**src/common/fetch_settings.svh**
```systemverilog
`ifndef FETCH_SETTINGS_SVH
`define FETCH_SETTINGS_SVH

// Address and instruction word width
`define FETCH_XLEN 32

// First fetch address out of reset
`define FETCH_RESET_PC 32'h0000_1000

// Instruction buffer entries
// Must stay a power of two so the pointers wrap by themselves
`define FETCH_IBUFF_DEPTH 4

// Target buffer entries
// Indexed by PC bits 5:2 with the upper PC bits as tag
`define FETCH_BTB_ENTRIES 16

`endif

```
**src/common/fetch_pkg.sv**
```systemverilog
package fetch_pkg;

    // Bus master states
    typedef enum logic [1:0] {
        IDLE,   // No read on the bus
        BUSY,   // Read pending, data is wanted
        DRAIN   // Read pending, data is dropped after a flush
    } fetch_state_t;

    // Where the next fetch PC comes from
    // Listed from lowest to highest priority
    typedef enum logic [1:0] {
        SEQ,    // PC plus 4 or hold
        PRED,   // Target buffer prediction
        BR,     // Branch unit redirect
        ROB     // Reorder buffer redirect
    } redirect_src_t;

endpackage

```
**src/rtl/fetch_bus_master.sv**
```systemverilog
`timescale 1ns/1ns
`include "fetch_settings.svh"

module fetch_bus_master (
    input  logic                   clk,
    input  logic                   rst_n,
    input  logic [`FETCH_XLEN-1:0] fetch_pc,
    input  logic                   flush,       // Redirect this cycle
    input  logic                   ibuff_full,
    output logic                   wb_cyc,
    output logic                   wb_stb,
    output logic [`FETCH_XLEN-1:0] wb_adr,
    output logic                   wb_we,
    input  logic [`FETCH_XLEN-1:0] wb_dat_i,
    input  logic                   wb_ack,
    output logic                   fetch_done,  // Push strobe for the buffer
    output logic [`FETCH_XLEN-1:0] fetch_word
);

    import fetch_pkg::*;

    fetch_state_t state;
    fetch_state_t state_nxt;
    logic         start;

    // Room check only here, the pending read owns the spare slot
    assign start = (state == IDLE) && !ibuff_full && !flush;

    always_comb begin
        state_nxt = state;
        case (state)
            IDLE: begin
                if (start) begin
                    state_nxt = BUSY;
                end
            end
            BUSY: begin
                if (wb_ack) begin
                    state_nxt = IDLE;   // Done, or dropped if flush hits the ack cycle
                end else if (flush) begin
                    state_nxt = DRAIN;  // Cannot abort a classic cycle
                end
            end
            DRAIN: begin
                if (wb_ack) begin
                    state_nxt = IDLE;
                end
            end
            default: state_nxt = IDLE;
        endcase
    end

    always_ff @(posedge clk) begin
        if (!rst_n) begin
            state <= IDLE;
        end else begin
            state <= state_nxt;
        end
    end

    // Address held for the whole cycle
    always_ff @(posedge clk) begin
        if (start) begin
            wb_adr <= fetch_pc;
        end
    end

    assign wb_cyc = (state != IDLE);   // Drops the cycle after ack
    assign wb_stb = wb_cyc;
    assign wb_we  = 1'b0;              // Fetch never writes

    // Data is sampled in the ack cycle itself
    assign fetch_done = (state == BUSY) && wb_ack && !flush;
    assign fetch_word = wb_dat_i;

endmodule

```
**config.mk**
```make
export PLATFORM = sky130hd
export DESIGN_NAME = fetch_bus_master
export DESIGN_NICKNAME = d
export VERILOG_FILES = /design/src/common/fetch_pkg.sv /design/src/rtl/fetch_bus_master.sv
export VERILOG_INCLUDE_DIRS = /design/src /design/src/common
export SDC_FILE = /design/constraint.sdc
export NUM_CORES = 1
export LEC_CHECK = 0
export BUFFER_PORTS_ARGS = -buffer_cell sky130_fd_sc_hd__buf_2
export CORE_MARGIN = 5
export CORE_UTILIZATION = 35
export DETAILED_ROUTE_END_ITERATION = 16
export PLACE_DENSITY = 0.8
export SETUP_SLACK_MARGIN = 0.3
export SLEW_MARGIN = 10
export SYNTH_ARGS = -nofsm -noshare
export SYNTH_HDL_FRONTEND = slang
export SYNTH_SLANG_ARGS = --single-unit
```
**constraint.sdc**
```tcl
create_clock -name clk -period 6.5 [get_ports clk]
set_input_delay 1.3 -clock clk [delete_from_list [all_inputs] [get_ports clk]]
set_output_delay 1.3 -clock clk [all_outputs]
set_load 0.02 [all_outputs]
```
== After elaboration in Yosys (flattened, before gate mapping) ==
Index checks and enable logic that the tools add are counted.

* Equality and inequality tests: 5
* Mux-type cells: 5
* Reduce and logical (&&, ||, !) cells: 9

{| class="wikitable"
|+ Operators by type and width
! kind !! number
|-
| $mux W2 || 4
|-
| $pmux W2 S3 || 1
|-
| $logic_and A1 B1 Y1 || 4
|-
| $ne A2 B2 Y1 const B || 2
|-
| $ne A3 B3 Y1 const B || 1
|-
| $reduce_and A3 Y1 || 1
|-
| $eq A2 B1 Y1 const B || 1
|-
| $eq A2 B2 Y1 const B || 1
|-
| $logic_not A1 Y1 || 2
|-
| $logic_not A2 Y1 || 1
|-
| $reduce_bool A2 Y1 || 1
|}

* Register bits after elaboration: 34
* Word-level logic and storage cells: 21

== Logic depth before layout (Yosys ltp) ==
* Word-level depth: 5
* Depth in mapped cells: 2
* Depth with buffers taken out: 2

== Worst setup path before layout ==
Ideal clock, no wire load.

* Path type: input -> register
* From: in flush
* To: reg wb_adr[0] (enable)
* Library setup time: 0.502 ns
* Arrival: 4.423 ns
* Setup slack: 1.575 ns
* Cell stages on the path: 1
* Path buffers: 0
* Cell sequence: nor4_1

* Longest elaborated chain between the ends: 2

{| class="wikitable"
|+ Ends and longest elaborated chain
! element !! RTL line !! RTL
|-
| start, declared || fetch_bus_master.sv:8 || <nowiki>input logic flush,</nowiki>
|-
| $logic_not A1 Y1 || fetch_bus_master.sv:27 || <nowiki>assign start = (state == IDLE) && !ibuff_full && !flush;</nowiki>
|-
| $logic_and A1 B1 Y1 || fetch_bus_master.sv:27 ||
|-
| end signal, assigned || fetch_bus_master.sv:64 || <nowiki>wb_adr <= fetch_pc;</nowiki>
|-
| end, declared || fetch_bus_master.sv:12 || <nowiki>output logic [`FETCH_XLEN-1:0] wb_adr,</nowiki>
|}

Every way passes these cells.
A chain may end at the register's enable or synchronous reset.

== Worst setup path after layout ==
* From: in flush
* To: out fetch_done

* Longest elaborated chain between the ends: 2

{| class="wikitable"
|+ Ends and longest elaborated chain
! element !! RTL line !! RTL
|-
| $logic_not A1 Y1 || fetch_bus_master.sv:73 || <nowiki>assign fetch_done = (state == BUSY) && wb_ack && !flush;</nowiki>
|-
| $logic_and A1 B1 Y1 || fetch_bus_master.sv:73 ||
|-
| end, declared || fetch_bus_master.sv:16 || <nowiki>output logic fetch_done,</nowiki>
|}

Every way passes these cells.

==> impl_metrics.tcl <==
set metrics [dict create \
    pre_cts_ws_ps 3460 \
    cp.required_ps 5200 \
    crit_fanout 4 \
    fin_cells 174 \
    numCtsBuffers 5 \
    synthDistinctLibCells 14 \
    clk_latency_ps 270 \
    wire_per_inst_um 16.6 \
    cts.path.max_buffers 2 \
    cap_violations 0 \
    cp-startpoint "flush" \
    vias_per_cell 4.40 \
    use_met2_pct 16.8 \
    yosys_warnings 0 \
    yosysSeqAreaShare_pct 75.3 \
    critical_path_class "in2out" \
    use_met1_pct 8.76 \
    peakVddDrop_v 0.000110 \
    num_rows 22 \
    drt_iter0_markers 61 \
    yosys_most_used_dff "edfxtp_1" \
    ctsResizeCount 0 \
    netlist_instances 80 \
    die_h_um 71.6 \
    busiest_layer "met2" \
    netlist.area_leader.share_pct 72.2 \
    final-setup-viol-count 0 \
    area_delta_synth_final_pct 19.5 \
    drive_gt1_share_pct 64.3 \
    avgSynthCellArea_um2 16.6 \
    start_kind "primary input" \
    grt_pass1_vias 760 \
    critPathCaptureType "output pin" \
    power_density_mw_per_mm2 275 \
    cts_root_buf "clkbuf_8" \
    hp-start "state[0]" \
    skew_ps 3.57 \
    overflow 0 \
    syn_area_mm2 0.00133 \
    port_buffers 71 \
    pin_count 137 \
    nNetsFinal 194 \
    syn_nets 149 \
    placed_area_mm2 0.00150 \
    cts_tree "done" \
    grt_max_degree 26 \
    met3_usage_pct 6.59 \
    htree_levels 2 \
    core-area_mm2 0.00366 \
    synth-seq-cells 34 \
    rsz0062_at_grt "false" \
    num_antenna_cells 0 \
    fin_crit_ps 3040 \
    vias 765 \
    routed_wirelength_um 2890 \
    clk_pin_slew_ps 70 \
    gp_congestion 0.705 \
    post-route-period-util_pct 46.8 \
    postCtsSetupBuffers 0 \
    yosys-top-cells-count "34 x buf_4, 32 x edfxtp_1, 2 x dfxtp_1, 2 x nand2b_1" \
    r2r_start "state[0]" \
    final_area_mm2 0.00159 \
    die_area_mm2 0.00513 \
    slew_viol_final 0 \
    final_util_pct 43.4 \
    hp-class "reg2reg" \
    die_x_um 71.6 \
    grt_pass1_wl_um 3910 \
    dr.pass1.iters 2 \
    antenna_found_initial 0 \
    synth-edff-count 32 \
    worstPathArrival_ps 1740 \
    place.detailed.hpwl_um 2340 \
    fin_hold_ws_ps 552 \
    ctsHoldBuffers 0 \
    route.detailed.drc 0 \
    setup_tns_ps 0 \
    cts.sinks 34 \
    place_inst 166 \
    ant_nets 0 \
    start_util_pct 36.3 \
    grt_use_total_pct 10.7 \
    max_freq_mhz 329 \
    max-slew-margin-rel_pct 35.8 \
    leakagePower_nw 0.676 \
    finalHoldViolations 0 \
    netlist_top_cells_area "edfxtp_1 72%, buf_4 19%, dfxtp_1 3.0%" \
    synthArstFlopShare_pct 0 \
    worstMarginPinSlew_ps 956 \
    yosys.area.top_type "edfxtp_1" \
    power_mw 0.437 \
    synth_most_common_cell "buf_4" \
    status "complete, no violations" \
    setup_slack_ps 3460 \
]
==> worst paths after layout <==
kind | depth (start not counted) | end | slack, ps
max | 3 | fetch_done | 3460
min | 2 | state[1] | 550
max reg2reg | 2 | wb_adr[11] | 4510
min reg2reg | 2 | state[1] | 550
==> state kept, by name (all words and copies together), names as in the netlist <==
signal and flops:
wb_adr 32, state 2
==> worst max-delay path, stage by stage <==
cell	delay (ps)
buf_2	130
nor3_2	130
buf_2	180
==> layout make-up <==
cell class | instances | area, µm²
multi-input cells | 11 | 76.3
well taps | 48 | 60.1
flip-flops and latches | 34 | 1000
inverters | 1 | 3.75
clock buffers | 5 | 68.8
fillers | 356 | 2070
clock inverters | 3 | 16.3
repair buffers | 72 | 363
==> cells in the final DEF (no fill, tap or decap) <==
| cell | instances |
|---|---|
| buf_2 | 71 |
| edfxtp_1 | 32 |
| clkbuf_8 | 5 |
| nand2b_1 | 2 |
| dfxtp_1 | 2 |
| or2_1 | 1 |
| nand2_1 | 1 |
| nor3_2 | 1 |
| nor4_2 | 1 |
| nand3b_1 | 1 |
| a21oi_1 | 1 |
| inv_1 | 1 |
| nor2_1 | 1 |
| o2111a_1 | 1 |
| conb_1 | 1 |
| clkinv_2 | 1 |
| clkinvlp_4 | 1 |
| clkinv_1 | 1 |
| buf_4 | 1 |
==> metal layers <==
metal,share of wire (%),routed length (µm)
met2,50,1450
met4,5.6,161
met3,16,471
met1,28,810
met5,0,0
==> logic make-up (layout without fill, tap and decap cells) <==
| kind of cell | Yosys count | after routing | share of synthesized area [%] |
|---|---|---|---|
| other cells | 1 | 1 | 0.282 |
| buf+inv | 35 | 81 | 19.5 |
| simple gates | 8 | 8 | 3.76 |
| compound gates | 2 | 2 | 1.22 |
| flops | 34 | 34 | 75.3 |
==> power breakdown <==
group	switching [mW]	leakage, nW	internal [mW]
sequential	0.00245	0.315	0.251
combinational	0.0245	0.320	0.0152
clock	0.0712	0.0416	0.0732
No activity file was read; power rests on OpenSTA's default activity.
