## src/common/fetch_settings.svh

```systemverilog
`ifndef FETCH_SETTINGS_SVH
`define FETCH_SETTINGS_SVH

// Address and instruction word width
`define FETCH_XLEN 32

// First fetch address out of reset
`define FETCH_RESET_PC 32'h0000_1000

// Instruction buffer entries
// Must stay a power of two so the pointers wrap by themselves
`define FETCH_IBUFF_DEPTH 4

// Target buffer entries
// Indexed by PC bits 5:2 with the upper PC bits as tag
`define FETCH_BTB_ENTRIES 16

`endif

```

## src/rtl/ibuff.sv

```systemverilog
`timescale 1ns/1ns
`include "fetch_settings.svh"

module ibuff (
    input  logic                   clk,
    input  logic                   rst_n,
    input  logic                   flush,
    input  logic                   push,
    input  logic [`FETCH_XLEN-1:0] push_word,
    input  logic [`FETCH_XLEN-1:0] push_pc,
    output logic                   full,
    output logic                   inst_valid,
    output logic [`FETCH_XLEN-1:0] inst,
    output logic [`FETCH_XLEN-1:0] inst_pc,
    input  logic                   inst_ready
);

    localparam int PTR_W = $clog2(`FETCH_IBUFF_DEPTH);
    localparam int CNT_W = PTR_W + 1;

    logic [`FETCH_XLEN-1:0] word_mem [`FETCH_IBUFF_DEPTH];
    logic [`FETCH_XLEN-1:0] pc_mem   [`FETCH_IBUFF_DEPTH];
    logic [PTR_W-1:0]       rd_ptr;
    logic [PTR_W-1:0]       wr_ptr;
    logic [CNT_W-1:0]       count;
    logic                   pop;

    assign pop = inst_valid && inst_ready;

    always_ff @(posedge clk) begin
        if (!rst_n || flush) begin      // Flush wins over push
            rd_ptr <= '0;
            wr_ptr <= '0;
            count  <= '0;
        end else begin
            if (push) begin
                wr_ptr <= wr_ptr + 1'b1;  // Wraps at depth
            end
            if (pop) begin
                rd_ptr <= rd_ptr + 1'b1;
            end
            case ({push, pop})
                2'b10:   count <= count + 1'b1;
                2'b01:   count <= count - 1'b1;
                default: count <= count;      // Both or neither
            endcase
        end
    end

    // Payload storage
    always_ff @(posedge clk) begin
        if (push && !flush) begin
            word_mem[wr_ptr] <= push_word;
            pc_mem[wr_ptr]   <= push_pc;
        end
    end

    // One slot short of depth for the read still on the bus
    assign full = (count >= CNT_W'(`FETCH_IBUFF_DEPTH - 1));

    assign inst_valid = (count != '0);
    assign inst       = word_mem[rd_ptr];
    assign inst_pc    = pc_mem[rd_ptr];

endmodule

```

## config.mk

```make
export PLATFORM = sky130hd
export DESIGN_NAME = ibuff
export DESIGN_NICKNAME = d
export VERILOG_FILES = /design/src/rtl/ibuff.sv
export VERILOG_INCLUDE_DIRS = /design/src /design/src/common
export SDC_FILE = /design/constraint.sdc
export NUM_CORES = 1
export LEC_CHECK = 0
export BUFFER_PORTS_ARGS = -buffer_cell sky130_fd_sc_hd__buf_2
export CAP_MARGIN = 10
export CORE_ASPECT_RATIO = 0.5
export CORE_UTILIZATION = 40
export CTS_CLUSTER_SIZE = 20
export DETAILED_ROUTE_END_ITERATION = 6
export SLEW_MARGIN = 30
export SYNTH_ARGS = -nofsm -noshare
export SYNTH_HDL_FRONTEND = slang
export SYNTH_SLANG_ARGS = --single-unit
export TNS_END_PERCENT = 100
```

## constraint.sdc

```tcl
create_clock -name clk -period 6 [get_ports clk]
set_input_delay 0.3 -clock clk [delete_from_list [all_inputs] [get_ports clk]]
set_output_delay 0.3 -clock clk [all_outputs]
set_load 0.01 [all_outputs]
```

**Yosys cells after proc, flatten, opt, wreduce, memory -nomap -nowiden**

Memory sizes are Yosys's and may differ from the RTL's. A register that Yosys moved wholly into a read port is not among the register bits.
Cells that the tools add are included.

- Memory bits (writable): 256
- Output and inout port bits: 66
- Word-level logic and storage cells: 26
- Register bits: 7
- Memories kept: 2

- Equal/unequal tests: 2
- Muxes and demuxes: 7
- Reduce and logical (&&, ||, !) cells: 7
- Add/subtract/negate cells: 4
- $lt $le $gt $ge: 1

Memories:

| name | words | width | read ports | clocked after Yosys merged registers in | wr ports | RTL line | text |
|---|---|---|---|---|---|---|---|
| pc_mem | 4 | 32 | 1 | 1 | 1 | ibuff.sv:22 | `` logic [`FETCH_XLEN-1:0] pc_mem [`FETCH_IBUFF_DEPTH]; `` |
| word_mem | 4 | 32 | 1 | 1 | 1 | ibuff.sv:21 | `` logic [`FETCH_XLEN-1:0] word_mem [`FETCH_IBUFF_DEPTH]; `` |

Operator list:

| operator | number |
|---|---|
| 2-to-1 mux 2 bit | 4 |
| case mux 3 bit (2 select lines) | 1 |
| adder 2 x 1 -> 2 bit, second input constant | 2 |
| adder 3 x 1 -> 3 bit, second input constant | 1 |
| >= comparator 3 x 2 -> 1 bit, second input constant | 1 |
| nonzero test 3 bit | 1 |
| subtractor 3 x 1 -> 3 bit, second input constant | 1 |
| equality test 2 x 1 -> 1 bit, second input constant | 1 |
| equality test 2 bit, second input constant | 1 |
| logical AND 1 bit | 2 |
| zero test 1 bit | 2 |
| 2-to-1 mux 1 bit | 2 |
| nonzero test 2 bit | 1 |
| logical OR 1 bit | 1 |

**Longest topological paths before layout**

- Depth in word-level cells: 4
- Mapped depth: 7

**Least setup slack after synthesis**

No wires, ideal clock.

- Path type: reg2reg
- From: register wr_ptr[0]
- To: memory pc_mem[2][0] in the netlist's numbering, enable pin
- Path slack: 3529 ps
- Arrival time: 2042 ps
- Cell stages (with the launch flop): 4
- Setup time: 429 ps
- Path buffers: 0
- Period minus slack after synthesis: 2471 ps
- Cell sequence: dfxtp_1 -> inv_1 -> ha_1 -> and2_1

RTL lines:

| what | RTL line | text |
|---|---|---|
| start: declaration | ibuff.sv:24 | `logic [PTR_W-1:0] wr_ptr;` |
| start signal: assignment | ibuff.sv:37 | `wr_ptr <= wr_ptr + 1'b1;` |
| end: declaration | ibuff.sv:22 |  |

No word-level cell before the write port.

==> impl_metrics.csv <==
group,metric,value,unit
status,status,"finished, final reports clean",
synthesis,synthAdderAreaFrac,0.845,%
worst_setup_path,arrival,2.77,ns
sta,relSlewSlack,43.2,%
placement,numPortBuffers,134,
clock_network,cts-root-buf,"clkbuf_16",
final_layout,regArea,0.00788,mm^2
global_route,grt_pass1_vias,4935,
sta,finalSetupTns,0,ns
global_route,antenna_found_initial,0,
worst_setup_path,crit_path_end_kind,"output port",
global_route,grt_usage,14.6,%
clock_network,clk_pin_slew,0.06,ns
power,peakVddDrop,236,uV
clock_network,clock_latency,0.51,ns
synthesis,synth-edff-count,256,
synthesis,synthMostInstantiatedCell,"edfxtp_1",
routing,route.detailed.drc,0,
floorplanning,core-area,0.0234,mm^2
placement,dpl_worst_slack,3.35,ns
floorplanning,die-area,0.0251,mm^2
final_layout,areaGrowthSynthToFinish,24.7,%
sta,period_share,51.1,%
clock_network,numClockSinks,265,
synthesis,synthTopCellsByArea,"edfxtp_1 (79%), mux4_2 (14%), dfxtp_1 (1.8%), buf_12 (1.2%), mux4_1 (1.1%)",
synthesis,synth-simple-area-share,0.794,%
clock_network,clockBufferDepth,3,
sta,grt_setup_unrepaired,"false",
power,leakage,4.08,nW
worst_setup_path,crit_path_max_fanout,42,
sta,hold_ws,0.0454,ns
synthesis,syn-cell-area,0.00977,mm^2
floorplanning,die_w,223,um
global_route,gr-total-overflow,0,
synthesis,ys.flop_type,"edfxtp_1",
synthesis,async_flop_share,0,%
final_layout,multi_input_area,0.00172,mm^2
synthesis,ys_seq_area_share,80.5,%
routing,drt_iter0_markers,322,
synthesis,syn_nets,459,
worst_setup_path,worstRegToRegCells,7,
clock_network,tritoncts,"built",
synthesis,synth_seq_cells,265,
routing,ant_nets,0,
floorplanning,placementRows,39,
synthesis,synth_top_area_share,78.7,%
floorplanning,start_util,41.8,%
sta,setup_viol,0,
clock_network,ctsHtreeMaxLevel,1,
synthesis,synth_top_family_by_area,"multiplexers",
sta,finalMaxSlewViolations,0,
synthesis,yosys_warnings,0,
job,maxCapViolCount,0,
sta,period_minus_slack,3.07,ns
worst_setup_path,cp-start-kind,"flop",
hold_path,hold_class,"primary input to flop",
final_layout,nets,673,
worst_setup_path,worst-path-buf-inv,2,
synthesis,syn_avg_cell_area,25.4,um^2
floorplanning,fp.dieH,113,um
clock_network,cts_buffers,24,
routing,routedWlPerCell,19.2,um
worst_setup_path,path_delay_family,"buffers and inverters",
worst_setup_path,slowest_delay,0.77,ns
synthesis,synth_xor_area_share,0.448,%
worst_setup_path,crit_type,"flop to output port",
sta,fin_skew,0.00639,ns
sta,worst_pin_slew,0.852,ns
placement,place_congestion,0.710,
sta,timing.fmax,326,MHz
worst_setup_path,endpoint,"inst[31]",
final_layout,fillers,1863,
routing,vias_per_cell,4.91,
worst_setup_path,cp_data_required_time,5.70,ns
placement,dpl.hpwl,10100,um
synthesis,netlist-cell-type-count,24,
hold_path,min-delay-start,"push_word[31]",
routing,first_pass_iters,4,
worst_setup_path,rr_endpoint,"count[2]",
routing,num_vias,4532,
synthesis,synth_compound_area_share,0.410,%
worst_setup_path,critPathSlowestCell,"buf_4",
final_layout,diodes,0,
worst_setup_path,path_depth,3,
synthesis,synth_mux_area_share,15.0,%
global_route,grt_pass1_wl,27700,um
worst_setup_path,crit-reg2reg-launch,"count[0]",
routing,routed_wl,17700,um
worst_setup_path,setup.reg_to_reg.worst_slack,4.08,ns
power,powerDensity,307,mW/mm^2
clock_network,cts_setup_buffers,0,
synthesis,synth.largest_area_cell,"edfxtp_1",
sta,final_hold_viol_count,0,
synthesis,syn_inst,384,
final_layout,final_layout_size_suffix_gt1_share,38.8,%
floorplanning,pin_count,135,
global_route,grt_max_degree,65,
sta,worst_slack,2.93,ns
worst_setup_path,worstPathCellList,"buf_4 -> mux4_1 -> buf_2",
synthesis,synth_common_cells,"edfxtp_1 (256), mux4_2 (60), dfxtp_1 (9), nor2_1 (9)",
kinds of logic (layout without fill, tap and decap cells):
| logic type | Yosys count | count (layout) |
|---|---|---|
| DFF | 265 | 265 |
| muxes | 65 | 65 |
| buffers and inverters | 21 | 253 |
| and+or+nand+nor | 16 | 16 |
| adders and majority gates | 6 | 6 |
| AOI/OAI and AO/OA | 6 | 6 |
| xor gates and xnor gates | 5 | 5 |
worst reg2reg max path, delay by kind of cell (launching register included):
kind | cells | cell delay, ns
XOR/XNOR | 1 | 0.15
AO/OA/AOI/OAI | 2 | 0.36
flip-flops | 1 | 0.42
adder cells (fa/ha/maj) | 2 | 0.57
buffers and inverters | 1 | 0.06
AND/OR/NAND/NOR | 1 | 0.30
power breakdown:
part,switching [mW],internal [mW]
clock,0.640,0.847
combinational,0.0863,0.0948
sequential,0.0100,2.06
total,0.736,3.00
worst min path at each step:
stage,to,slack [ns],depth (start not counted)
global placement,flop,0.50,2
CTS,word_mem[3][31],0.02,1
detailed placement,pc_mem[1][22],0.52,1
floorplan,pc_mem[0][0],0.40,0
finish,word_mem[1][31],0.05,1
global route,word_mem[1][31],0.03,1
cell usage in the layout (no fill, tap or decap), types with 5 or more instances in the layout:
master | netlist | final
clkinv_1 | 0 | 7
ha_1 | 5 | 5
dfxtp_1 | 9 | 7
dlygate4sd3_1 | 0 | 63
edfxtp_1 | 256 | 256
buf_2 | 6 | 134
clkbuf_16 | 0 | 25
inv_1 | 6 | 6
nor2_1 | 9 | 9
mux4_2 | 60 | 60
sequential cells by signal, indices dropped and copies added (netlist names), named ones only:
signal / cells
wr_ptr: 2
rd_ptr: 2
count: 3
pc_mem: 128
word_mem: 128
area by class of cell:
class	instances	share of cell area, %
Multi-Input combinational cell	98	14.1
Timing Repair Buffer	203	11.6
Clock buffer	29	5.26
Inverter	6	0.185
Tap cell	307	3.15
Clock inverter	15	1.01
Sequential cell	265	64.7
metrics by stage:
step | power [mW] | util, % | instance area [um^2] | instances
floorplan | 2.19 | - | 9770 | 384
global placement | 2.26 | 45.7 | 10700 | 812
detailed placement | 2.26 | 46.1 | 10800 | 816
CTS | 3.79 | 52.1 | 12200 | 923
global route | 3.86 | 52.1 | 12200 | 923
finish | 3.74 | 52.1 | 12200 | 923
timing repair:
item | CTS | global route
gates resized for setup | 0 | 0
hold endpoints to repair | 252 | 0
hold buffers | 63 | 0
per-layer routing:
metal / GRT usage [%] / up-vias / part of all wire [%]
met3: 3.17 / 23 / 3.4
met2: 25.5 / 63 / 52
li1: - / 2075 / -
met1: 18.9 / 2371 / 43
met4: 3.31 / 0 / 1.7
met5: 0 / - / 0
Power figures use the tool's default switching activity.
