`config.mk`:
```
export PLATFORM = sky130hd
export DESIGN_NAME = fetch_pc_gen
export DESIGN_NICKNAME = d
export VERILOG_FILES = /design/src/common/fetch_pkg.sv /design/src/rtl/fetch_pc_gen.sv
export VERILOG_INCLUDE_DIRS = /design/src /design/src/common
export SDC_FILE = /design/constraint.sdc
export NUM_CORES = 1
export LEC_CHECK = 0
export ABC_AREA = 0
export BUFFER_PORTS_ARGS = -buffer_cell sky130_fd_sc_hd__buf_2
export CORE_AREA = 2 2 76 78
export DETAILED_ROUTE_END_ITERATION = 12
export DIE_AREA = 0 0 78 80
export GPL_TIMING_DRIVEN = 0
export PLACE_DENSITY = 0.95
export REMOVE_ABC_BUFFERS = 1
export SYNTH_ARGS = -nofsm -noshare
export SYNTH_HDL_FRONTEND = slang
export SYNTH_SLANG_ARGS = --single-unit
```
`constraint.sdc`:
```
create_clock -name clk -period 3 [get_ports clk]
set_input_delay 0.3 -clock clk [delete_from_list [all_inputs] [get_ports clk]]
set_output_delay 0.3 -clock clk [all_outputs]
set_load 0.01 [all_outputs]
```
`src/common/fetch_settings.svh`:
```
`ifndef FETCH_SETTINGS_SVH
`define FETCH_SETTINGS_SVH

// Address and instruction word width
`define FETCH_XLEN 32

// First fetch address out of reset
`define FETCH_RESET_PC 32'h0000_1000

// Instruction buffer entries
// Must stay a power of two so the pointers wrap by themselves
`define FETCH_IBUFF_DEPTH 4

// Target buffer entries
// Indexed by PC bits 5:2 with the upper PC bits as tag
`define FETCH_BTB_ENTRIES 16

`endif

```
`src/common/fetch_pkg.sv`:
```
package fetch_pkg;

    // Bus master states
    typedef enum logic [1:0] {
        IDLE,   // No read on the bus
        BUSY,   // Read pending, data is wanted
        DRAIN   // Read pending, data is dropped after a flush
    } fetch_state_t;

    // Where the next fetch PC comes from
    // Listed from lowest to highest priority
    typedef enum logic [1:0] {
        SEQ,    // PC plus 4 or hold
        PRED,   // Target buffer prediction
        BR,     // Branch unit redirect
        ROB     // Reorder buffer redirect
    } redirect_src_t;

endpackage

```
`src/rtl/fetch_pc_gen.sv`:
```
`timescale 1ns/1ns
`include "fetch_settings.svh"

module fetch_pc_gen (
    input  logic                     clk,
    input  logic                     rst_n,
    input  logic                     rob_redirect,   // Highest priority
    input  logic [`FETCH_XLEN-1:0]   rob_target,
    input  logic                     br_redirect,
    input  logic [`FETCH_XLEN-1:0]   br_target,
    input  logic                     fetch_done,     // Ack accepted this cycle
    input  logic                     pred_taken,
    input  logic [`FETCH_XLEN-1:0]   pred_target,
    output logic [`FETCH_XLEN-1:0]   fetch_pc,
    output logic                     flush,
    output fetch_pkg::redirect_src_t next_src
);

    import fetch_pkg::*;

    logic [`FETCH_XLEN-1:0] pc_seq;
    logic [`FETCH_XLEN-1:0] pc_next;

    assign pc_seq = fetch_pc + `FETCH_XLEN'(4);

    // Fixed priority ROB, BR, PRED, SEQ
    always_comb begin
        if (rob_redirect) begin
            next_src = ROB;
        end else if (br_redirect) begin
            next_src = BR;
        end else if (fetch_done && pred_taken) begin
            next_src = PRED;                 // Predictor looked up this same PC
        end else begin
            next_src = SEQ;
        end
    end

    always_comb begin
        case (next_src)
            ROB:     pc_next = rob_target;
            BR:      pc_next = br_target;
            PRED:    pc_next = pred_target;
            default: pc_next = fetch_done ? pc_seq : fetch_pc;  // Hold while read pending
        endcase
    end

    always_ff @(posedge clk) begin
        if (!rst_n) begin
            fetch_pc <= `FETCH_RESET_PC;
        end else begin
            fetch_pc <= pc_next;
        end
    end

    // Any redirect throws away work in flight
    assign flush = (next_src == ROB) || (next_src == BR);

endmodule

```
# Word-level counts from Yosys, hierarchy flattened

Index checks and enable logic that the tools add are counted.

Logic and storage cells: 13
Output and inout port bits: 35
Bits in registers: 32

Reductions and logical operators: 3
Mux-type cells: 5
$add $sub $neg: 1
Equal/unequal tests: 3

Operators with widths:

| cell                                                            | number |
|---|---|
| 32-bit case mux with 3 select lines                             | 1 |
| 32-bit by 3-bit adder with 32-bit output, second input constant | 1 |
| 32-bit two-way mux                                              | 1 |
| 2-bit == test, second input constant                            | 2 |
| 2-bit two-way mux                                               | 2 |
| 4-bit nonzero test                                              | 1 |
| 2-bit by 1-bit == test with 1-bit output, second input constant | 1 |
| 1-bit logical AND                                               | 1 |
| 1-bit logical OR                                                | 1 |
| 1-bit two-way mux                                               | 1 |

# Depth between registers and ports, before layout

Depth after elaboration: 6
Depth in mapped cells: 8
Depth with buffers taken out: 6

# Worst setup path after synthesis

OpenSTA, ideal clock, no wires.

Kind: register to register
Start: register fetch_pc[2]
End: register fetch_pc[26]
Cell stages (with the launch flop): 8
Data arrival time: 1,677 ps
Path buffers: 1
Data required time: 2,874 ps
Slack: 1,197 ps
Cell sequence: dfxtp_1 -> ha_1 -> nand3_1 -> nor4_1 -> buf_2 -> nand4_1 -> a32oi_1 -> o31ai_1

Longest elaborated chain between the ends: 3

Ends and longest elaborated chain:

| item                                     | line               | text |
|---|---|---|
| from (decl)                              | fetch_pc_gen.sv:14 | `` output logic [`FETCH_XLEN-1:0] fetch_pc, `` |
| from (signal assigned)                   | fetch_pc_gen.sv:50 | `` fetch_pc <= `FETCH_RESET_PC; `` |
| from (signal assigned)                   | fetch_pc_gen.sv:52 | `fetch_pc <= pc_next;` |
| 32-bit by 3-bit adder with 32-bit output | fetch_pc_gen.sv:24 | `` assign pc_seq = fetch_pc + `FETCH_XLEN'(4); `` |
| 32-bit two-way mux                       | fetch_pc_gen.sv:44 | `default: pc_next = fetch_done ? pc_seq : fetch_pc;` |
| 32-bit case mux with 3 select lines      | fetch_pc_gen.sv:40 | `case (next_src)` |

Every way passes these cells. The select of a mux whose other input is x is not followed.
A chain may end at the register's enable or synchronous reset.

# Worst setup path in the final report

Start: input rob_redirect
End: register fetch_pc[26]

Longest elaborated chain between the ends: 3
Elaborated cells between the ends (all ways): 6
Those cells by class: eq/ne: 3; mux: 2; reduce/logical: 1

Ends and longest elaborated chain:

| item                                                                      | line               | text |
|---|---|---|
| from (decl)                                                               | fetch_pc_gen.sv:7  | `input logic rob_redirect,` |
| 2-bit two-way mux (*)                                                     | fetch_pc_gen.sv:28 | `if (rob_redirect) begin` |
| 2-bit by 1-bit == test with 1-bit output or 2-bit == test (tied branches) | fetch_pc_gen.sv:40 |  |
| 32-bit case mux with 3 select lines or 4-bit nonzero test (tied branches) | -                  |  |

Every way passes the cells marked *; elsewhere a longest branch is shown, timed or not.

==> impl_summary.md <==
Outcome
The flow ran to the end, and the final reports show no timing, DRC or antenna violations.

Cells and area
The count of fill cells added during filler insertion is 535. The layout cell share with drive strength beyond 1 is 0.326. The final antenna diode count is 0. The number of nets in the layout is 587.

The filler-free cell count of the finished design is 554. The register with the most flip-flops is fetch_pc. Registers take 641 sq um. The area of the multi-input gates is 1770 sq um. The post-synthesis to final-layout area growth is 28.7%. The largest registers in the layout are fetch_pc: 32 flops. Once layout is complete, the utilization of the core stands at 0.610. The register with the most flip-flops in the layout has 32 of them.

Clock tree
The H-tree generated during clock tree synthesis spans 2 levels. Clock-pin slew was measured on the worst setup and hold paths at 60 ps. The longest clock path from root to sink contains 2 buffers.

The total of cells resized after clock tree synthesis is 0. TritonCTS built the clock tree. Post-CTS timing repair inserted 0 buffers for setup. The count of hold buffers inserted by post-cts repair is 0. CTS placed an instance of sky130_fd_sc_hd__clkbuf_8 at the clock tree root.

The total clock sinks is 32. The later pin in the worst-skew pair is clocked with a latency of 290 ps. TritonCTS created 5 clock buffers.

STA
The final cycle utilization of the critical path is 0.896. The number of slew-limit violations in the final report is 0. On the final layout, the worst clock skew is 2.53 ps.

At the pin with the least slew margin, the transition time is 1190 ps. Setup repair after global routing left no endpoint under its margin. For the finished layout, the period the worst path requires is 2690 ps. The maximum achievable frequency is 372 MHz. The worst slew margin relative to its limit is 0.205. The number of failing hold endpoints at the final stage was 0. The total of endpoints with negative setup slack in the final report is 0.

Logic synthesis
In this run, synthesis inferred 0 flip-flops with an integrated enable. The post-synthesis instance total is 368. The area share of the largest cell type after synthesis is 0.250.

Counting flops and latches in the post-synthesis netlist gives 32. The predominant post-synthesis flop cell is sky130_fd_sc_hd__dfxtp_1. Counting flops with an async set or reset pin after synthesis yields a share of 0. The average instance in the mapped netlist occupies 6.97 sq um.

Yosys attributes the largest share of cell area to sky130_fd_sc_hd__dfxtp_1 25%, sky130_fd_sc_hd__o21ai_0 8.6%, sky130_fd_sc_hd__nand2_1 8.2%, sky130_fd_sc_hd__mux2i_1 7.4%, sky130_fd_sc_hd__a21oi_1 5.5%. The netlist area before placement is 2560 sq um. During synthesis, Yosys emitted a total of 0 warnings. The count of different cell masters after synthesis is 53. Of all cell types, the one taking the most synthesized area is sky130_fd_sc_hd__dfxtp_1. Counting instances in the post-synthesis netlist gives the leading cell types as 56 x sky130_fd_sc_hd__nand2_1, 44 x sky130_fd_sc_hd__o21ai_0, 32 x sky130_fd_sc_hd__dfxtp_1. The most frequent cell after synthesis is sky130_fd_sc_hd__nand2_1. For this run, the register share of the synthesized area comes to 0.250.

Floorplan
The starting density of the core is 0.474. Row generation in the floorplan step produced 27 rows. The die span in y is 80 um. The die is 78 um wide. The core outline area is 5410 sq um.

For this design the top-level I/O count stands at 137. The die covers 6240 sq um.

Setup path
The sort of element at the end of the critical path is a flop. For the worst setup path, the data arrival time is 2860 ps. The worst setup path is of the in2reg kind.

The type of origin of the critical path is an input pin. For the worst setup path, the data required time is 3170 ps. Of all nets on the critical path, the largest fanout is 69. The maximum single-stage delay on the critical path is 990 ps. The largest individual stage delay along the critical path comes from the cell sky130_fd_sc_hd__a211o_1.

Traced cell by cell, the critical path runs through buf_2 > a211o_1 > nor2_1 > a32oi_1 > o31ai_1.

Detailed routing
Using the TritonRoute via totals, the vias-per-cell ratio works out to 5.85. The number of design-rule violations left by the first detailed-router iteration is 314. In the routed design, unresolved DRC markers number 0. The final layout contains routed wiring with a total length of 8.31 mm. Once detail routing completed, the nets flagged for antenna violations numbered 0. The number of vias in the routed layout is 3242. The wire length per cell after detailed routing is 15.0 um. The first detailed-routing pass took 5 iterations.

Min path
The worst hold path belongs to the class in2reg.

Global routing
The sum of overflow across all layers after global routing is 0. The number of global-route vias before repair is 3007. The largest net degree at the start of global routing is 70. In the global route stage, overall resource usage came out at 0.256. The first global-routing pass estimated 13.1 mm of wire. The initial antenna violation count is 0.

Power and ir drop
The power consumption is 1.14 mW. In this run the power density over the cells is 345 nW/um^2. The worst-case IR drop observed on VDD is 0.000169 V. The analysis attributes to cell leakage a power of 1.48 nW.

Placement
The number of placed instances with taps included is 549. The wire-length estimate of the detail-placed layout is 5.86 mm. The number of I/O port buffers is 136. The routability congestion estimate from global placement is 0.861.

Run
Max-cap violations in this run came to 0.
==> worst max-delay path, delay by kind of cell <==
kind	cells	cell delay (ps)
and+or+nand+nor	1	380
AOI/OAI and AO/OA	3	1390
buffers and inverters	1	740
==> layer usage <==
layer,global-route usage,wire length [um],vias to the layer above
met5,0,0,-
met4,0.0895,126,0
met3,0.0464,623,13
met2,0.450,4000,149
met1,0.313,3560,1483
li1,-,-,1597
==> cells in the final DEF, fill, tap and decap left out, types with 7 or more instances in the layout <==
cell type | synthesis | layout
sky130_fd_sc_hd__inv_1 | 7 | 7
sky130_fd_sc_hd__nor2_1 | 27 | 26
sky130_fd_sc_hd__buf_2 | 11 | 137
sky130_fd_sc_hd__mux2i_1 | 19 | 19
sky130_fd_sc_hd__o21ai_0 | 44 | 44
sky130_fd_sc_hd__nand3_1 | 26 | 26
sky130_fd_sc_hd__nand4_1 | 8 | 8
sky130_fd_sc_hd__o22ai_1 | 11 | 11
sky130_fd_sc_hd__nand2_1 | 56 | 56
sky130_fd_sc_hd__dfxtp_1 | 32 | 32
sky130_fd_sc_hd__a21oi_1 | 28 | 28
sky130_fd_sc_hd__a22o_1 | 8 | 8
==> kinds of logic (layout without fill, tap and decap cells) <==
kind of cell | count (synthesis) | in the layout | share of synthesized area
AOI/OAI and AO/OA | 127 | 127 | 0.309
muxes | 19 | 19 | 0.0742
adders and majority gates | 1 | 1 | 0.00488
buffers and inverters | 36 | 150 | 0.0595
DFF | 32 | 32 | 0.250
and+or+nand+nor | 153 | 153 | 0.302
==> final cells by class <==
cell class | instances | area share
Clock buffer | 5 | 0.0209
Sequential cell | 32 | 0.194
Inverter | 7 | 0.00796
Tap cell | 72 | 0.0273
Timing Repair Buffer | 138 | 0.212
Multi-Input combinational cell | 300 | 0.537
==> per-stage QoR <==
stage,setup TNS (ps),hold WS [ps],instance area [sq um],worst slack (ps)
6_report,0,263,3300,313
5_1_grt,0,289,3300,33.6
4_1_cts,0,259,3300,394
3_5_place_dp,0,472,3230,89.9
3_3_place_gp,-34.0,456,3210,-18.5
2_1_floorplan,0,380,2440,626
==> worst paths after layout <==
check,startpoint,cells after the start,end,slack [ps]
max,rob_redirect,5,fetch_pc[26],310
max reg2reg,fetch_pc[2],7,fetch_pc[28],400
min reg2reg,fetch_pc[18],2,fetch_pc[18],490
min,rob_target[1],3,fetch_pc[1],260
==> power breakdown <==
part           switching, mW  internal (mW)
registers             0.0506          0.461
logic                  0.169          0.152
clock network          0.157          0.149
total                  0.376          0.763
Note: power is estimated with default switching activity, not from simulation.
