**config.mk**
```make
export PLATFORM = sky130hd
export DESIGN_NAME = btb_predictor
export DESIGN_NICKNAME = d
export VERILOG_FILES = /design/src/btb/btb_predictor.sv
export VERILOG_INCLUDE_DIRS = /design/src /design/src/common
export SDC_FILE = /design/constraint.sdc
export NUM_CORES = 1
export LEC_CHECK = 0
export BUFFER_PORTS_ARGS = -buffer_cell sky130_fd_sc_hd__buf_4
export CORE_MARGIN = 2
export CORE_UTILIZATION = 59
export CTS_BUF_LIST = sky130_fd_sc_hd__clkbuf_16
export CTS_CLUSTER_DIAMETER = 80
export DETAILED_ROUTE_END_ITERATION = 6
export HOLD_SLACK_MARGIN = 0.06
export PLACE_DENSITY = 0.74
export SETUP_SLACK_MARGIN = 0.02
export SKIP_LAST_GASP = 1
export SLEW_MARGIN = 20
export SYNTH_ARGS = -nofsm -noshare
export SYNTH_HDL_FRONTEND = slang
export SYNTH_SLANG_ARGS = --single-unit
```
**constraint.sdc**
```tcl
create_clock -name clk -period 5.9 [get_ports clk]
set_input_delay 0 -clock clk [delete_from_list [all_inputs] [get_ports clk]]
set_output_delay 0 -clock clk [all_outputs]
set_load 0.005 [all_outputs]
```
**src/common/fetch_settings.svh**
```systemverilog
`ifndef FETCH_SETTINGS_SVH
`define FETCH_SETTINGS_SVH

// Address and instruction word width
`define FETCH_XLEN 32

// First fetch address out of reset
`define FETCH_RESET_PC 32'h0000_1000

// Instruction buffer entries
// Must stay a power of two so the pointers wrap by themselves
`define FETCH_IBUFF_DEPTH 4

// Target buffer entries
// Indexed by PC bits 5:2 with the upper PC bits as tag
`define FETCH_BTB_ENTRIES 16

`endif

```
**src/btb/btb_predictor.sv**
```systemverilog
`timescale 1ns/1ns
`include "fetch_settings.svh"

module btb_predictor (
    input  logic                   clk,
    input  logic                   rst_n,
    input  logic [`FETCH_XLEN-1:0] lookup_pc,        // Current fetch address
    output logic                   pred_taken,
    output logic [`FETCH_XLEN-1:0] pred_target,
    input  logic                   update_btb,       // One-cycle strobe from branch unit
    input  logic [`FETCH_XLEN-1:0] resolved_pc,
    input  logic [`FETCH_XLEN-1:0] resolved_target,
    input  logic                   resolved_taken
);

    localparam int IDX_W = $clog2(`FETCH_BTB_ENTRIES);
    localparam int TAG_W = `FETCH_XLEN - IDX_W - 2;  // Word aligned, bits 1:0 dropped

    // Entry storage
    logic [`FETCH_BTB_ENTRIES-1:0] valid;
    logic [TAG_W-1:0]              tag_mem [`FETCH_BTB_ENTRIES];
    logic [`FETCH_XLEN-1:0]        tgt_mem [`FETCH_BTB_ENTRIES];
    logic [1:0]                    ctr_mem [`FETCH_BTB_ENTRIES];  // 2-bit saturating

    // Lookup side
    logic [IDX_W-1:0] lk_idx;
    logic [TAG_W-1:0] lk_tag;
    logic             lk_hit;

    // Update side
    logic [IDX_W-1:0] up_idx;
    logic [TAG_W-1:0] up_tag;
    logic             up_hit;
    logic             alloc;
    logic             train;

    assign lk_idx = lookup_pc[IDX_W+1:2];
    assign lk_tag = lookup_pc[`FETCH_XLEN-1:IDX_W+2];
    assign lk_hit = valid[lk_idx] && (tag_mem[lk_idx] == lk_tag);

    // Weakly or strongly taken predicts taken
    assign pred_taken  = lk_hit && ctr_mem[lk_idx][1];
    assign pred_target = tgt_mem[lk_idx];

    assign up_idx = resolved_pc[IDX_W+1:2];
    assign up_tag = resolved_pc[`FETCH_XLEN-1:IDX_W+2];
    assign up_hit = valid[up_idx] && (tag_mem[up_idx] == up_tag);

    // Only a taken branch earns a new entry
    assign alloc = update_btb && resolved_taken && !up_hit;
    assign train = update_btb && up_hit;               // Existing entry, move counter

    always_ff @(posedge clk) begin
        if (!rst_n) begin
            valid <= '0;
        end else if (alloc) begin
            valid[up_idx] <= 1'b1;  // Replaces whatever sat there
        end
    end

    // Tag, target and counter arrays
    always_ff @(posedge clk) begin
        if (alloc) begin
            tag_mem[up_idx] <= up_tag;
            tgt_mem[up_idx] <= resolved_target;
            ctr_mem[up_idx] <= 2'd2;                   // Start weakly taken
        end else if (train) begin
            if (resolved_taken) begin
                tgt_mem[up_idx] <= resolved_target;    // Indirect targets may move
                if (ctr_mem[up_idx] != 2'd3) begin
                    ctr_mem[up_idx] <= ctr_mem[up_idx] + 2'd1;
                end
            end else if (ctr_mem[up_idx] != 2'd0) begin
                ctr_mem[up_idx] <= ctr_mem[up_idx] - 2'd1;  // Saturate at 0
            end
        end
    end

endmodule

```
**After elaboration in Yosys (flattened, before gate mapping)**

Memories as Yosys holds them, arrays and structs flattened.
Index checks and enable logic that the tools add are counted.

- Register bits: 16
- Bits in writable memories: 960
- Input port bits: 100
- Output and inout bits: 33
- Word-level logic and storage cells: 50
- Memories: 3

- Add/subtract/negate cells: 2
- Magnitude comparators: 3
- Eq/ne operators: 3
- Mux-type cells: 25
- Bitwise logic cells: 4
- Reductions and logical operators: 9

Memory list:

| memory | words | width | rd ports | clocked after Yosys merged registers in | write ports | line | RTL |
|---|---|---|---|---|---|---|---|
| tgt_mem | 16 | 32 | 1 | 0 | 1 | btb_predictor.sv:22 | `` logic [`FETCH_XLEN-1:0] tgt_mem [`FETCH_BTB_ENTRIES]; `` |
| tag_mem | 16 | 26 | 2 | 0 | 1 | btb_predictor.sv:21 | `` logic [TAG_W-1:0] tag_mem [`FETCH_BTB_ENTRIES]; `` |
| ctr_mem | 16 | 2 | 2 | 0 | 1 | btb_predictor.sv:23 | `` logic [1:0] ctr_mem [`FETCH_BTB_ENTRIES]; `` |

Operators with widths:

| kind | number |
|---|---|
| $eq A26 B26 Y1 | 2 |
| $mux W32 | 1 |
| $mux W1 | 19 |
| $or A16 B16 Y16 | 1 |
| $lt A4 B5 Y1 const B | 2 |
| $bmux W1 S4 | 2 |
| $logic_and A1 B1 Y1 | 7 |
| $demux W1 S4 | 1 |
| $ge A4 B1 Y1 const B | 1 |
| $mux W2 | 2 |
| $or A1 B1 Y1 | 3 |
| $add A2 B1 Y2 const B | 1 |
| $ne A2 B2 Y1 const B | 1 |
| $reduce_bool A2 Y1 | 1 |
| $sub A2 B1 Y2 const B | 1 |
| $logic_not A1 Y1 | 1 |

**Depth between registers and ports, before layout**

Gate-level depths: netlist of run 1.

- Word-level depth: 9
- Depth in mapped cells: 14
- Mapped depth without buffers: 9

**Worst setup path before layout of run 1**

No wires, ideal clock.

- Path type: input to register
- Start point: input resolved_pc[3]
- End point: memory tag_mem[12][0] in the netlist's numbering, enable pin
- Library setup time: 0.385 ns
- Data arrival time: 4.208 ns
- Required time: 5.515 ns
- Path slack: 1.307 ns
- Stages on the path: 7
- Buffers on the path: 5
- Path through: clkbuf_1 -> buf_2 -> buf_2 -> buf_1 -> buf_1 -> nor3_1 -> and2_1

- Word-level cells in the longest chain between the ends: 7
- Elaborated cells on any way between the ends: 9
- Those cells by class: eq/ne: 1; mux: 4; reduce/logical: 3; memory: 1

RTL lines:

| item | line | RTL |
|---|---|---|
| start: declaration | btb_predictor.sv:11 | `` input logic [`FETCH_XLEN-1:0] resolved_pc, `` |
| $mem_v2 Z16 W26 / $bmux W1 S4 (equally long branches) | - |  |
| $eq A26 B26 Y1 / $mux W1 (equally long branches) | btb_predictor.sv:47 | `assign up_hit = valid[up_idx] && (tag_mem[up_idx] == up_tag);` |
| $logic_and A1 B1 Y1 | btb_predictor.sv:47 |  |
| $logic_not A1 Y1 | btb_predictor.sv:50 | `assign alloc = update_btb && resolved_taken && !up_hit;` |
| $logic_and A1 B1 Y1 | btb_predictor.sv:50 |  |
| $mux W1 | btb_predictor.sv:63 | `if (alloc) begin` |
| $mux W1 (not written as such) | btb_predictor.sv:64 | `tag_mem[up_idx] <= up_tag;` |
| end: declaration | btb_predictor.sv:21 |  |

Several ways; a longest one is shown, not always the timed one. The select of a mux whose other input is x is not followed.

**Final worst setup path of run 1**

- Start point: input lookup_pc[2]
- End point: output pred_taken

- Word-level cells in the longest chain between the ends: 4
- Elaborated cells on any way between the ends: 7
- Those cells by class: eq/ne: 1; mux: 2; reduce/logical: 2; memory: 2

RTL lines:

| item | line | RTL |
|---|---|---|
| start: declaration | btb_predictor.sv:7 | `` input logic [`FETCH_XLEN-1:0] lookup_pc, `` |
| $mem_v2 Z16 W26 / $bmux W1 S4 (equally long branches) | - |  |
| $eq A26 B26 Y1 / $mux W1 (equally long branches) | btb_predictor.sv:39 | `assign lk_hit = valid[lk_idx] && (tag_mem[lk_idx] == lk_tag);` |
| $logic_and A1 B1 Y1 | btb_predictor.sv:39 |  |
| $logic_and A1 B1 Y1 * | btb_predictor.sv:42 | `assign pred_taken = lk_hit && ctr_mem[lk_idx][1];` |
| end: declaration | btb_predictor.sv:8 | `output logic pred_taken,` |

Mark *: on every way between the ends. The rest lies on a longest branch, timed or not. The select of a mux whose other input is x is not followed.

==> run_results.csv, run 1 <==
group,metric,value,unit
logic_synthesis,synth-seq-cells,976,
status,status,"finished, violations left",
floorplan,fp.dieW,270,um
clocking,cts_tree,"yes",
logic_synthesis,synth_commonest_cells,"960 x edfxtp_1, 371 x mux4_2, 79 x mux2i_1, 60 x clkbuf_1, 48 x nand2_1",
floorplan,rows,97,
clocking,clk_latency,670,ps
worst_setup_path,crit_fanout,75,
placed_design,post_dp_cell_area,44000,um^2
logic_synthesis,yosys_warnings,0,
logic_synthesis,synth_edf_count,960,
clocking,cts_setup_buffers,0,
logic_synthesis,yosysSeqAreaShare,0.699,
run,max_cap_violations,0,
worst_hold_path,hp-start,"resolved_target[11]",
sta,final_hold_viol_count,0,
drt,vias,22038,
logic_synthesis,synth_ff_type,"edfxtp_1",
clocking,cts_resized,0,
finish,final_area,47900,um^2
logic_synthesis,synth-compound-area-share,0.0227,
clocking,cts_num_sinks,976,
worst_setup_path,critPathLaunchType,"input pin",
logic_synthesis,ys_types,63,
sta,post-route-min-period,4070,ps
placed_design,dp_hpwl,58200,um
grt,grt_max_degree,91,
logic_synthesis,synth_fa_ha_area_frac,0.000600,
grt,antenna_found_initial,3,
clocking,htree_levels,3,
pwr,p_leak,0.0155,uW
logic_synthesis,muxShareOfSynthArea,0.227,
sta,final.period_utilization,0.689,
floorplan,die-area,72800,um^2
floorplan,die_h,270,um
placed_design,gp_congestion,0.863,
worst_setup_path,arrival,4070,ps
status,violations,"design-rule violations",
logic_synthesis,syn_nets,2059,
grt,grt_usage,0.287,
sta,fin_tns_setup,0,ps
clocking,cts_hold_buf,63,
logic_synthesis,syn_inst,1957,
drt,drt-pass1-iter-count,7,
drt,wl_per_cell,32.0,um
worst_setup_path,timing.rr.start,"tag_mem[4][18]",
finish,drive_gt1_frac,0.339,
logic_synthesis,synth-simple-area-share,0.0241,
clocking,cts-root-buf,"clkbuf_16",
grt,grt_pass1_vias,23100,
sta,finalMaxSlewViolations,0,
sta,worst_pin_slew,1080,ps
worst_setup_path,worst-r2r-setup-slack,2170,ps
finish,final_nets,2294,
logic_synthesis,synth_area_leaders,"edfxtp_1 69%, mux4_2 20%, mux2i_1 1.9%",
grt,grt_pass1_wl,152000,um
worst_setup_path,r2r_end,"valid[4]",
drt,ant_nets,0,
drt,via_per_inst,6.85,
drt,drt_iter0_markers,2693,
clocking,clk_pin_slew,60,ps
clocking,clk_path_buf_depth,3,
drt,drt-total-wl,103000,um
worst_hold_path,whs_path_depth,2,
logic_synthesis,synth_top_family_by_area,"multiplexers",
sta,max_slew_margin,0.281,
worst_setup_path,critPathKind,"input pin to output port",
logic_synthesis,yosysMostFrequentCell,"edfxtp_1",
floorplan,ios,133,
logic_synthesis,async_reset_ff_frac,0,
finish,area_growth_syn_to_layout,14.9,%
worst_setup_path,cp.required,5900,ps
placed_design,port-buffer-count,128,
floorplan,start_util,0.596,
logic_synthesis,yosysTopAreaCellShare,0.691,
sta,setup_viol,0,
floorplan,fp.coreArea,70000,um^2
worst_setup_path,worst_r2r_path_depth,10,
pwr,power.density,313,nW/um^2
drt,drcViolationCount,3,
sta,rsz0062_at_grt,"no",
worst_setup_path,end_kind,"output port",
sta,skew,27.5,ps
logic_synthesis,synthXorXnorAreaFrac,0.0101,
logic_synthesis,synth_largest_area_cell,"edfxtp_1",
grt,overflow,0,
worst_hold_path,hold_path_class,"input pin to register",
clocking,cts_buffers,99,
logic_synthesis,synth_area_per_cell,21.3,um^2
worst_hold_path,hold_path_end,"tgt_mem[12][11]",
pwr,peakVddDrop,0.000254,V
logic_synthesis,syn_area,41700,um^2
sta,max_freq,246,MHz
==> per-stage QoR <==
| stage | util | instances | power, uW | worst slack (ps) | hold slack, ps |
|---|---|---|---|---|---|
| 2_1_floorplan | - | 1957 | 8490 | 1310 | 98.9 |
| 3_3_place_gp | 0.628 | 2968 | 8870 | 1580 | 286 |
| 3_5_place_dp | 0.628 | 2968 | 8900 | 1570 | 298 |
| 4_1_cts | 0.684 | 3214 | 15100 | 1880 | 137 |
| 5_1_grt | 0.684 | 3215 | 15400 | 1680 | 173 |
| 6_report | 0.684 | 3216 | 15000 | 1830 | 178 |
==> worst max path at each step <==
stage	cells past startpoint	endpoint	slack, ps	start
floorplan	7	tag_mem[12][0]	1310	resolved_pc[3]
global placement	11	tag_mem[7][8]	1580	resolved_pc[2]
detailed placement	12	tag_mem[2][18]	1570	resolved_pc[2]
CTS	9	pred_taken	1880	lookup_pc[2]
global route	9	pred_taken	1680	lookup_pc[2]
finish	9	pred_taken	1830	lookup_pc[2]
==> cells by family (layout without fill, tap and decap cells) <==
logic type | count (synthesis) | after routing
AO/OA/AOI/OAI | 129 | 129
XOR/XNOR | 48 | 48
adder cells (fa/ha/maj) | 2 | 2
buffers and inverters | 138 | 455
flip-flops | 976 | 976
multiplexers | 469 | 469
other | 0 | 2
AND/OR/NAND/NOR | 195 | 195
==> power by group <==
part	leakage (uW)	internal, uW	switching (uW)
clock network	0.00165	3580	2640
logic	0.00500	490	584
registers	0.00880	7690	27.6
==> layer usage <==
| layer | wire length, um | global-route usage | up-vias |
|---|---|---|---|
| li1 | - | - | 8919 |
| met1 | 37700 | 0.382 | 11675 |
| met2 | 53200 | 0.486 | 1198 |
| met3 | 8440 | 0.0454 | 242 |
| met4 | 3630 | 0.106 | 4 |
| met5 | 24 | 0 | - |
==> placed cells by master, fill, tap and decap left out, types with 13 or more instances in the layout <==
master / netlist / routed
edfxtp_1: 960 / 960
mux4_2: 371 / 371
buf_4: 4 / 195
clkbuf_16: 0 / 100
mux2i_1: 79 / 79
dlygate4sd3_1: 0 / 63
nand2_1: 48 / 48
xor2_1: 29 / 29
nand3_1: 29 / 29
clkinv_2: 0 / 24
inv_1: 6 / 23
a22oi_1: 23 / 23
xnor2_1: 19 / 19
o21ai_0: 17 / 17
o31ai_1: 16 / 16
nor3_2: 0 / 16
clkinv_1: 0 / 16
dfxtp_1: 16 / 16
nor2_4: 0 / 15
nor2_1: 30 / 14
o32ai_1: 13 / 13
==> worst max-delay path, stage by stage <==
cell     delay [ps]
buf_8           580
buf_4           500
mux4_2          560
mux4_2          520
xor2_1          160
nor4_1          420
nand4_1         310
nor4_1          630
buf_4           230
==> layout make-up <==
| type | instances | area, um^2 |
|---|---|---|
| multi-input cells | 843 | 12100 |
| fillers | 4329 | 22100 |
| clock buffers | 100 | 2500 |
| inverters | 6 | 22.5 |
| well taps | 940 | 1180 |
| clock inverters | 83 | 757 |
| repair buffers | 266 | 2220 |
| flip-flops and latches | 976 | 29100 |
| diodes | 2 | 5.00 |
==> state kept, by name, summed over array words and instances (netlist names) <==
signal   cells
valid       16
ctr_mem     32
tgt_mem    512
tag_mem    416
Note: power is estimated with default switching activity, not from simulation.
==> run 2: changes to the inputs <==
CORE_UTILIZATION = 56   (was 59)
clock period = 3.7 ns   (was 5.9 ns; I/O delays follow)
==> run_results.csv, run 2 (same netlist as run 1, synthesis figures left out) <==
group,metric,value,unit
drt,drt-pass1-iter-count,5,
finish,area_growth_syn_to_layout,16.5,%
finish,top_register,"tgt_mem",
pwr,peakVddDrop,0.000428,V
worst_hold_path,whs_path_depth,2,
worst_setup_path,end_kind,"output port",
worst_hold_path,hold_path_class,"input pin to register",
run,max_cap_violations,0,
floorplan,fp.dieW,277,um
finish,final_nets,2338,
finish,final_cell_mix,"960 x edfxtp_1, 371 x mux4_2, 210 x buf_4",
placed_design,gp_congestion,0.890,
worst_setup_path,worst_r2r_path_depth,10,
placed_design,port-buffer-count,128,
placed_design,dp_hpwl,58300,um
worst_setup_path,cp.required,3700,ps
worst_setup_path,r2r_end,"valid[13]",
pwr,power.density,487,nW/um^2
sta,max_freq,277,MHz
floorplan,die_h,277,um
floorplan,fp.coreArea,74100,um^2
worst_hold_path,hold_path_end,"tgt_mem[7][13]",
drt,drt-total-wl,106000,um
clocking,htree_levels,3,
worst_hold_path,hp-start,"resolved_target[13]",
finish,top_regs,"tgt_mem: 512 flops, tag_mem: 416 flops, ctr_mem: 32 flops",
grt,met1_usage,0.367,
finish,fillCellCount,4754,
grt,grt_pass1_vias,23196,
grt,antenna_found_initial,1,
sta,final.period_utilization,0.975,
sta,max_slew_margin,0.415,
finish,largest_reg_flops,512,
worst_setup_path,timing.rr.start,"tag_mem[7][18]",
sta,rsz0062_at_grt,"no",
status,status,"completed",
clocking,cts-root-buf,"clkbuf_16",
grt,met2_usage,0.467,
clocking,clk_path_buf_depth,3,
worst_setup_path,crit_fanout,2,
sta,skew,45.5,ps
grt,top_usage_layer,"met2",
grt,grt_pass1_wl,155000,um
pwr,p_leak,0.0157,uW
sta,worst_slack,91.9,ps
drt,via_per_inst,6.82,
finish,drive_gt1_frac,0.351,
drt,ant_nets,0,
sta,final_hold_viol_count,0,
finish,stdcell_count,3287,
placed_design,dp.cells,3038,
finish,final_common_cell,"edfxtp_1",
sta,finalMaxSlewViolations,0,
drt,vias,22413,
drt,wl_per_cell,32.1,um
grt,grt_usage,0.279,
drt,drt_iter0_markers,2821,
clocking,clk_pin_slew,60,ps
worst_setup_path,worst-r2r-setup-slack,180,ps
placed_design,pre_cts_ws,82.1,ps
clocking,clk_latency,670,ps
clocking,cts_buffers,98,
sta,worst_pin_slew,877,ps
clocking,cts_tree,"yes",
floorplan,die-area,76700,um^2
sta,setup_viol,0,
worst_setup_path,arrival,3610,ps
sta,post-route-min-period,3610,ps
grt,overflow,0,
clocking,cts_num_sinks,976,
worst_setup_path,critPathKind,"register to output port",
floorplan,rows,100,
floorplan,start_util,0.563,
drt,drcViolationCount,0,
finish,final_area,48600,um^2
grt,met3_usage,0.0523,
placed_design,post_dp_cell_area,44700,um^2
floorplan,ios,133,
worst_setup_path,critPathLaunchType,"register",
grt,grt_max_degree,112,
-- run 2: how the worst max path moves through the flow --
| stage | slack (ps) | from | to | depth (start not counted) |
|---|---|---|---|---|
| floorplan | -600 | resolved_pc[3] | tag_mem[10][0] | 12 |
| global placement | 160 | resolved_pc[2] | ctr_mem[0][1] | 11 |
| detailed placement | 80 | resolved_pc[2] | ctr_mem[0][1] | 11 |
| CTS | 110 | tag_mem[15][11] | pred_taken | 8 |
| global route | 20 | tag_mem[7][18] | valid[13] | 10 |
| finish | 90 | tag_mem[8][15] | pred_taken | 8 |
-- run 2: critical path, stage by stage, from the launching register on --
cell and delay (ps):
edfxtp_1 430, mux4_2 480, mux4_2 560, xor2_1 170, nor4_1 370, nand4_1 270, nor4_1 340, buf_4 210
buf_4 110
-- run 2: metrics by stage --
stage	hold slack, ps	power (uW)	TNS, ps	util
6_report	169	23700	0	0.656
5_1_grt	174	24400	0	0.656
4_1_cts	145	23800	0	0.655
3_5_place_dp	297	14200	0	0.604
3_3_place_gp	285	14200	0	0.604
2_1_floorplan	98.9	13500	-216620	-
-- run 2: final cells by class --
class,instances,area (um^2),area share
Timing Repair Buffer,311,2950,0.0607
Antenna cell,4,10.0,0.000206
Clock inverter,79,669,0.0138
Sequential cell,976,29100,0.600
Inverter,6,22.5,0.000464
Clock buffer,99,2480,0.0510
Tap cell,969,1210,0.0250
Multi-Input combinational cell,843,12100,0.249
-- run 2: metal layers --
| metal | vias to the layer above | wire length, um |
|---|---|---|
| met2 | 1279 | 53900 |
| met3 | 272 | 9120 |
| met5 | - | 13 |
| li1 | 9030 | - |
| met4 | 2 | 4320 |
| met1 | 11830 | 38200 |
-- run 2: repair_timing --
item | CTS | global route
endpoints found under the hold margin | 976 | 0
setup buffers | 0 | 3
setup endpoints to repair | 0 | 1
hold buffers | 63 | 0
gates resized for setup | 0 | 1
-- run 2: power breakdown --
| group | internal, uW | total [uW] | switching [uW] |
|---|---|---|---|
| logic | 828 | 1780 | 947 |
| registers | 12300 | 12300 | 45.9 |
| clock network | 5450 | 9600 | 4140 |
| total | 18500 | 23700 | 5140 |
